File: config.mk
export PLATFORM = sky130hd
export DESIGN_NAME = mmu_top
export DESIGN_NICKNAME = d
export VERILOG_FILES = /design/src/mmu_pkg.sv /design/src/tlb_entry_match.sv /design/src/addr_trans_stage.sv /design/src/phys_addr_stage.sv /design/src/mmu_top.sv
export VERILOG_INCLUDE_DIRS = /design/src /design/src/include
export SDC_FILE = /design/constraint.sdc
export NUM_CORES = 2
export LEC_CHECK = 0
export ABC_AREA = 1
export BUFFER_PORTS_ARGS = -buffer_cell sky130_fd_sc_hd__buf_4
export CAP_MARGIN = 25
export CORE_ASPECT_RATIO = 0.9
export CORE_MARGIN = 3
export CORE_UTILIZATION = 60
export DETAILED_ROUTE_END_ITERATION = 7
export GPL_TIMING_DRIVEN = 1
export PLACE_DENSITY_LB_ADDON = 0.15
export SYNTH_ARGS = -nofsm -noshare
export SYNTH_HDL_FRONTEND = slang
export SYNTH_SLANG_ARGS = --single-unit
File: constraint.sdc
create_clock -name clk -period 2.95 [get_ports clk]
set_input_delay 0.295 -clock clk [delete_from_list [all_inputs] [get_ports clk]]
set_output_delay 0.295 -clock clk [all_outputs]
set_load 0.01 [all_outputs]
File: src/include/mmu_config.svh
`ifndef MMU_CONFIG_SVH
`define MMU_CONFIG_SVH

// TLB geometry
`define MMU_TLB_ENTRIES 16
`define MMU_TLB_IDX_W   4

// CRMD fields
`define MMU_CRMD_PLV  1:0
`define MMU_CRMD_DA   3
`define MMU_CRMD_PG   4
`define MMU_CRMD_DATF 6:5
`define MMU_CRMD_DATM 8:7

// DMW fields
`define MMU_DMW_PLV0 0
`define MMU_DMW_PLV3 3
`define MMU_DMW_MAT  5:4
`define MMU_DMW_PSEG 27:25
`define MMU_DMW_VSEG 31:29

`endif

File: src/mmu_pkg.sv
`include "mmu_config.svh"

package mmu_pkg;

  typedef struct packed {
    logic [8:0]  crmd;
    logic [9:0]  asid;
    logic [31:0] dmw0;
    logic [31:0] dmw1;
  } mmu_csr_t;

  // Lookup key of one entry
  typedef struct packed {
    logic [18:0] vppn;
    logic [5:0]  ps;
    logic        g;
    logic [9:0]  asid;
    logic        e;
  } tlb_key_t;

  // One page of an even/odd pair
  typedef struct packed {
    logic [19:0] ppn;
    logic [1:0]  plv;
    logic [1:0]  mat;
    logic        d;
    logic        v;
  } tlb_value_t;

  typedef struct packed {
    logic                      we;
    logic [`MMU_TLB_IDX_W-1:0] idx;
    tlb_key_t                  key;
    tlb_value_t [1:0]          value;
  } tlb_update_req_t;

  // Stage one to stage two record
  typedef struct packed {
    logic                      found;
    logic                      dmw;
    logic [`MMU_TLB_IDX_W-1:0] index;
    logic [5:0]                ps;
    tlb_value_t                value;
    logic [31:0]               vaddr;
  } trans_result_t;

  typedef enum logic [2:0] {
    EXC_NONE    = 3'd0,
    EXC_REFILL  = 3'd1,
    EXC_INVALID = 3'd2,
    EXC_PRIV    = 3'd3,
    EXC_MODIFY  = 3'd4
  } trans_exc_e;

endpackage

File: src/tlb_entry_match.sv
`timescale 1ns/1ps

module tlb_entry_match (
  input  logic              clk,
  input  logic              arst_n_i,
  input  logic              update_i,
  input  mmu_pkg::tlb_key_t update_key_i,
  input  logic [31:0]       vaddr_i,
  input  logic [9:0]        asid_i,
  output logic              match_o,
  output logic              is_4m_o
);
  import mmu_pkg::*;

  tlb_key_t key_q;
  logic     e_q;
  logic     vppn_hi_eq;
  logic     vppn_lo_eq;
  logic     asid_ok;

  // Entry exists bit
  always_ff @(posedge clk or negedge arst_n_i) begin
    if (!arst_n_i) begin
      e_q <= 1'b0;
    end else if (update_i) begin
      e_q <= update_key_i.e;
    end
  end

  always_ff @(posedge clk) begin
    if (update_i) begin
      key_q <= update_key_i;
    end
  end

  assign is_4m_o = key_q.ps == 6'd22;

  // Low vppn bits fall inside a 4 MB page
  assign vppn_hi_eq = key_q.vppn[18:10] == vaddr_i[31:23];
  assign vppn_lo_eq = key_q.vppn[9:0] == vaddr_i[22:13];
  assign asid_ok    = key_q.g || (key_q.asid == asid_i);

  assign match_o = e_q && asid_ok && vppn_hi_eq && (is_4m_o || vppn_lo_eq);

endmodule

File: src/addr_trans_stage.sv
`timescale 1ns/1ps
`include "mmu_config.svh"

module addr_trans_stage #(
  parameter bit FETCH_ADDR = 1'b0
) (
  input  logic                     clk,
  input  logic                     arst_n_i,
  input  logic                     valid_i,
  input  logic                     store_i,
  input  logic [31:0]              vaddr_i,
  input  logic                     stall_i,
  input  mmu_pkg::mmu_csr_t        csr_i,
  input  mmu_pkg::tlb_update_req_t tlb_update_i,
  output mmu_pkg::trans_result_t   result_o,
  output logic                     valid_o,
  output logic                     store_o,
  output logic [1:0]               plv_o
);
  import mmu_pkg::*;

  localparam int ENTRIES = `MMU_TLB_ENTRIES;
  localparam int IDX_W   = `MMU_TLB_IDX_W;

  logic [ENTRIES-1:0] entry_we;
  logic [ENTRIES-1:0] match;
  logic [ENTRIES-1:0] is_4m;
  tlb_value_t [1:0]   value_q [ENTRIES];

  logic          da_mode;
  logic [1:0]    cur_plv;
  logic          dmw0_hit;
  logic          dmw1_hit;
  trans_result_t tlb_res;
  trans_result_t da_res;
  trans_result_t dmw0_res;
  trans_result_t dmw1_res;
  trans_result_t sel_res;

  trans_result_t result_q;
  logic          valid_q;
  logic          store_q;
  logic [1:0]    plv_q;

  function automatic logic dmw_hit_f(logic [31:0] dmw, logic [31:0] va, logic [1:0] plv);
    logic plv_ok;
    plv_ok = (dmw[`MMU_DMW_PLV0] && plv == 2'd0) || (dmw[`MMU_DMW_PLV3] && plv == 2'd3);
    return plv_ok && (va[31:29] == dmw[`MMU_DMW_VSEG]);
  endfunction

  // Window hit looks like a 4 KB page with full rights
  function automatic trans_result_t dmw_res_f(logic [31:0] dmw, logic [31:0] va);
    trans_result_t r;
    r           = '0;
    r.found     = 1'b1;
    r.dmw       = 1'b1;
    r.ps        = 6'd12;
    r.value.ppn = {dmw[`MMU_DMW_PSEG], va[28:12]};
    r.value.plv = 2'd3;
    r.value.mat = dmw[`MMU_DMW_MAT];
    r.value.d   = 1'b1;
    r.value.v   = 1'b1;
    r.vaddr     = va;
    return r;
  endfunction

  for (genvar i = 0; i < ENTRIES; i++) begin : g_entry
    assign entry_we[i] = tlb_update_i.we && (tlb_update_i.idx == IDX_W'(i));

    tlb_entry_match u_match (
      .clk          (clk),
      .arst_n_i     (arst_n_i),
      .update_i     (entry_we[i]),
      .update_key_i (tlb_update_i.key),
      .vaddr_i      (vaddr_i),
      .asid_i       (csr_i.asid),
      .match_o      (match[i]),
      .is_4m_o      (is_4m[i])
    );
  end

  // Even/odd page pairs
  always_ff @(posedge clk) begin
    if (tlb_update_i.we) begin
      value_q[tlb_update_i.idx] <= tlb_update_i.value;
    end
  end

  // At most one entry matches, so OR the hits together
  always_comb begin
    tlb_value_t page;
    tlb_res       = '0;
    tlb_res.vaddr = vaddr_i;
    for (int i = 0; i < ENTRIES; i++) begin
      page = value_q[i][is_4m[i] ? vaddr_i[22] : vaddr_i[12]];
      if (match[i]) begin
        tlb_res.found = 1'b1;
        tlb_res.index |= IDX_W'(i);
        tlb_res.ps    |= is_4m[i] ? 6'd22 : 6'd12;
        tlb_res.value |= page;
      end
    end
  end

  assign da_mode = csr_i.crmd[`MMU_CRMD_DA];
  assign cur_plv = csr_i.crmd[`MMU_CRMD_PLV];

  always_comb begin
    da_res           = '0;
    da_res.found     = 1'b1;
    da_res.dmw       = 1'b1;
    da_res.ps        = 6'd12;
    da_res.value.ppn = vaddr_i[31:12];
    da_res.value.plv = 2'd3;
    da_res.value.mat = FETCH_ADDR ? csr_i.crmd[`MMU_CRMD_DATF] : csr_i.crmd[`MMU_CRMD_DATM];
    da_res.value.d   = 1'b1;
    da_res.value.v   = 1'b1;
    da_res.vaddr     = vaddr_i;
  end

  assign dmw0_hit = dmw_hit_f(csr_i.dmw0, vaddr_i, cur_plv);
  assign dmw1_hit = dmw_hit_f(csr_i.dmw1, vaddr_i, cur_plv);
  assign dmw0_res = dmw_res_f(csr_i.dmw0, vaddr_i);
  assign dmw1_res = dmw_res_f(csr_i.dmw1, vaddr_i);

  // DA first, then window 0, window 1, TLB
  always_comb begin
    if (da_mode) begin
      sel_res = da_res;
    end else if (dmw0_hit) begin
      sel_res = dmw0_res;
    end else if (dmw1_hit) begin
      sel_res = dmw1_res;
    end else begin
      sel_res = tlb_res;
    end
  end

  always_ff @(posedge clk or negedge arst_n_i) begin
    if (!arst_n_i) begin
      valid_q <= 1'b0;
    end else if (!stall_i) begin
      valid_q <= valid_i;
    end
  end

  always_ff @(posedge clk) begin
    if (!stall_i) begin
      result_q <= sel_res;
      store_q  <= store_i;
      plv_q    <= cur_plv;
    end
  end

  assign result_o = result_q;
  assign valid_o  = valid_q;
  assign store_o  = store_q;
  assign plv_o    = plv_q;

endmodule

File: src/phys_addr_stage.sv
`timescale 1ns/1ps

module phys_addr_stage (
  input  logic                   clk,
  input  logic                   arst_n_i,
  input  logic                   valid_i,
  input  logic                   store_i,
  input  logic [1:0]             plv_i,
  input  mmu_pkg::trans_result_t result_i,
  input  logic                   stall_i,
  output logic                   valid_o,
  output logic [31:0]            paddr_o,
  output logic [1:0]             mat_o,
  output mmu_pkg::trans_exc_e    exc_o
);
  import mmu_pkg::*;

  logic [31:0] paddr;
  trans_exc_e  exc;

  logic        valid_q;
  logic [31:0] paddr_q;
  logic [1:0]  mat_q;
  trans_exc_e  exc_q;

  // Page offset width follows the page size
  always_comb begin
    if (result_i.ps == 6'd22) begin
      paddr = {result_i.value.ppn[19:10], result_i.vaddr[21:0]};
    end else begin
      paddr = {result_i.value.ppn, result_i.vaddr[11:0]};
    end
  end

  always_comb begin
    if (!result_i.found) begin
      exc = EXC_REFILL;
    end else if (!result_i.value.v) begin
      exc = EXC_INVALID;
    end else if (plv_i > result_i.value.plv) begin
      exc = EXC_PRIV;
    end else if (store_i && !result_i.value.d) begin
      exc = EXC_MODIFY;
    end else begin
      exc = EXC_NONE;
    end
  end

  always_ff @(posedge clk or negedge arst_n_i) begin
    if (!arst_n_i) begin
      valid_q <= 1'b0;
    end else if (!stall_i) begin
      valid_q <= valid_i;
    end
  end

  always_ff @(posedge clk) begin
    if (!stall_i) begin
      paddr_q <= paddr;
      mat_q   <= result_i.value.mat;
      exc_q   <= exc;
    end
  end

  assign valid_o = valid_q;
  assign paddr_o = paddr_q;
  assign mat_o   = mat_q;
  assign exc_o   = exc_q;

endmodule

File: src/mmu_top.sv
`timescale 1ns/1ps

module mmu_top (
  input  logic                     clk,
  input  logic                     arst_n_i,
  input  logic                     valid_i,
  input  logic [31:0]              vaddr_i,
  input  logic                     store_i,
  input  logic                     stall_i,
  input  mmu_pkg::mmu_csr_t        csr_i,
  input  mmu_pkg::tlb_update_req_t tlb_update_i,
  output logic                     valid_o,
  output logic [31:0]              paddr_o,
  output logic [1:0]               mat_o,
  output mmu_pkg::trans_exc_e      exc_o
);
  import mmu_pkg::*;

  trans_result_t s1_result;
  logic          s1_valid;
  logic          s1_store;
  logic [1:0]    s1_plv;

  // Data-side instance
  addr_trans_stage #(
    .FETCH_ADDR (1'b0)
  ) u_addr_trans (
    .clk          (clk),
    .arst_n_i     (arst_n_i),
    .valid_i      (valid_i),
    .store_i      (store_i),
    .vaddr_i      (vaddr_i),
    .stall_i      (stall_i),
    .csr_i        (csr_i),
    .tlb_update_i (tlb_update_i),
    .result_o     (s1_result),
    .valid_o      (s1_valid),
    .store_o      (s1_store),
    .plv_o        (s1_plv)
  );

  phys_addr_stage u_phys_addr (
    .clk      (clk),
    .arst_n_i (arst_n_i),
    .valid_i  (s1_valid),
    .store_i  (s1_store),
    .plv_i    (s1_plv),
    .result_i (s1_result),
    .stall_i  (stall_i),
    .valid_o  (valid_o),
    .paddr_o  (paddr_o),
    .mat_o    (mat_o),
    .exc_o    (exc_o)
  );

endmodule

==> flow_metrics.tcl <==
set metrics [dict create \
    synth_top_area_frac 0.702 \
    p_comb_frac 0.068 \
    grt_usage 0.342 \
    grt_pass1_vias 41600 \
    timing.rr.start "u_addr_trans.g_entry[12].u_match.key_q[4]" \
    maxCapViolations 0 \
    postSynthAreaPerCell_um2 11.9 \
    setup.worst_path.start "u_addr_trans.g_entry[12].u_match.key_q[4]" \
    wl_per_cell_um 25.3 \
    synth_ff_type "edfxtp_1" \
    crit_path_end_kind "flip-flop" \
    hpwl_mm 121 \
    final_max_slew_viol_count 0 \
    internal_power_uw 35900 \
    layout.nets 6242 \
    cts_buffers 153 \
    area_growth_pct 18.0 \
    first_pass_iters 5 \
    clkLatencyLatePin_ns 0.76 \
    hold_class "input port to async pin" \
    fmax_mhz 353 \
    dpl-instance-area_um2 69600 \
    status "complete, no violations" \
    route.detailed.drc 0 \
    setup_viol 0 \
    vias 44700 \
    hold_viol_final 0 \
    async_flop_share 0.0119 \
    yosysTopAreaCell "edfxtp_1" \
    rows 113 \
    start_kind "flip-flop" \
    vias_per_cell 5.94 \
    cts_root_buffer "clkbuf_16" \
    fin_skew_ns 0.0301 \
    drtIter0Drc 6375 \
    cts_sinks 1517 \
    power.switching_uw 10300 \
    die_area_um2 111000 \
    final_antenna_net_count 0 \
    cp.arrival_ns 3.34 \
    setup_ws_ns 0.113 \
    drive_above_1_share 0.157 \
    worstPathMaxFanout 11 \
    core_um2 106000 \
    gr-total-overflow 0 \
    place_ws_ns -0.162 \
    critPathKind "flip-flop to flip-flop" \
    netlist_area_um2 64100 \
    dieWidth_um 351 \
    dieHeight_um 316 \
    path_clk_slew_ns 0.06 \
    synth_seq_cells 1517 \
    layout_min_cycle_time_ns 2.84 \
    p_clk_frac 0.402 \
    p_leak_uw 0.0292 \
    layout_common_cells "1636 x nand2_1, 1499 x edfxtp_1, 487 x nor2_1, 470 x buf_4, 321 x inv_1" \
    timing.slew.headroom 0.279 \
    crit_chain "xnor2_1 -> nand2_1 -> nor2_1 -> buf_4 -> nand3_1 -> nand2_1 -> nand3_2 -> clkinv_2 -> buf_4 -> nand2_1 -> o21ai_1 -> nor2_1 -> nand3_1 -> nor2_2 -> buf_4 -> nor2_1" \
    initial_utilization 0.607 \
    grt_max_degree 91 \
    grt_pass1_wl_mm 272 \
    syn_nets 5605 \
    syn_inst 5389 \
    port_buffers 203 \
    seqPwrFrac 0.530 \
    globalplace.congestion 0.976 \
    rsz0062_at_grt "no" \
    pin_count 252 \
    clk_path_buf_depth 3 \
    tritoncts "yes" \
    p_sw_frac 0.222 \
    ys_types 62 \
    final_area_um2 75700 \
    crit_family "simple AND/OR/NAND/NOR gates" \
    slowest_delay_ns 0.39 \
    ys_seq_area_frac 0.709 \
    peakVddDrop_uv 563 \
    synth_edf_count 1499 \
    h-tree-depth 4 \
    cp_data_required_time_ns 3.45 \
    layout_commonest_cell "nand2_1" \
    layout_worst_path_cycle_share 0.962 \
    ys_warn_count 0 \
    powerDensity_nw_per_um2 610 \
    antenna_found_initial 6 \
    path_buf_inv 4 \
    ys_top_cells_by_area "edfxtp_1 70%, nand2_1 9.6%, nor2_1 3.0%, inv_1 1.9%, nand3_1 1.7%" \
    crit_slowest_cell "edfxtp_1" \
    routed_wl_mm 190 \
    worstMarginPinSlew_ns 1.08 \
]
per-stage QoR:
stage	total power, µW	TNS, ns	util	cells	hold WS (ns)
6_report	46200	0	0.716	7526	0.0528
5_1_grt	47500	0	0.716	7523	0.0347
4_1_cts	46200	0	0.715	7516	0.00613
3_5_place_dp	27900	-0.846	0.658	7123	0.234
3_3_place_gp	27800	-0.686	0.658	7123	0.225
2_1_floorplan	26300	-352.86	-	5389	-0.000591
cells by family after synthesis:
logic type / count (synthesis) / share of synthesized area
xor gates and xnor gates: 187 / 0.0255
DFF: 1517 / 0.709
and+or+nand+nor: 2652 / 0.173
adders and majority gates: 2 / 0.000390
AOI/OAI and AO/OA: 422 / 0.0397
buffers and inverters: 533 / 0.0403
muxes: 76 / 0.0121
final cells by class:
| class | count | area [µm²] |
|---|---|---|
| Multi-Input combinational cell | 3340 | 16400 |
| Tap cell | 1380 | 1730 |
| Clock inverter | 77 | 638 |
| Antenna cell | 5 | 12.5 |
| Clock buffer | 193 | 4090 |
| Timing Repair Buffer | 656 | 6030 |
| Inverter | 358 | 1370 |
| Fill cell | 7067 | 30100 |
| Sequential cell | 1517 | 45500 |
worst min-delay path, stage by stage:
cell	delay [ns]
dlygate4sd3_1	0.53
buf_4	0.14
buf_12	0.19
registers in the layout, summed over array words and instances (netlist names):
name and flops:
u_phys_addr.exc_o 3, u_addr_trans.g_entry.u_match.key_q 576, u_phys_addr.valid_o 1, u_addr_trans.result_o 51, u_addr_trans.store_o 1, u_addr_trans.value_q 832
u_addr_trans.valid_o 1, u_addr_trans.g_entry.u_match.e_q 16, u_addr_trans.plv_o 2, u_phys_addr.paddr_o 32, u_phys_addr.mat_o 2
synth_stat cells, types with 61 or more instances:
library cell,count
buf_2,61
a21oi_1,80
nand3_1,216
nor2_1,506
nand4_1,105
edfxtp_1,1499
o21ai_0,177
inv_1,322
xor2_1,66
xnor2_1,121
nand2_1,1639
mux2i_1,63
per-layer routing:
layer	global-route usage	part of all wire
met3	0.0752	0.13
met4	0.141	0.042
met5	0	0.000058
met2	0.512	0.44
met1	0.493	0.38
power groups by stage:
| stage | registers [µW] | clock network [µW] | logic, µW |
|---|---|---|---|
| floorplan | 24900 | 0 | 1420 |
| detailed placement | 24900 | 0 | 2920 |
| global placement | 24900 | 0 | 2860 |
| finish | 24500 | 18600 | 3130 |
| global route | 24500 | 19600 | 3350 |
| CTS | 24500 | 18700 | 3070 |
path summary, 6_finish.rpt:
| check | to | depth (start not counted) | slack [ns] |
|---|---|---|---|
| max in group asynchronous | u_addr_trans.g_entry[2].u_match.e_q | 3 | 2.74 |
| min in group clk | u_addr_trans.result_o[55] | 5 | 0.05 |
| hold reg to reg | u_phys_addr.paddr_o[23] | 0 | 0.42 |
| setup reg to reg | u_addr_trans.result_o[47] | 16 | 0.11 |
| hold / removal | u_addr_trans.g_entry[8].u_match.e_q | 3 | 0.05 |
| setup / recovery | u_addr_trans.result_o[47] | 16 | 0.11 |
repair_timing:
item                                     CTS  global route
setup buffers                              0             4
endpoints found under the hold margin   1466             0
cloned                                     0             1
hold buffers                             123             0
resized for setup                          3             9
pin swaps                                  0             2
endpoints found under the setup margin     5            12
Note: power is estimated with default switching activity, not from simulation.
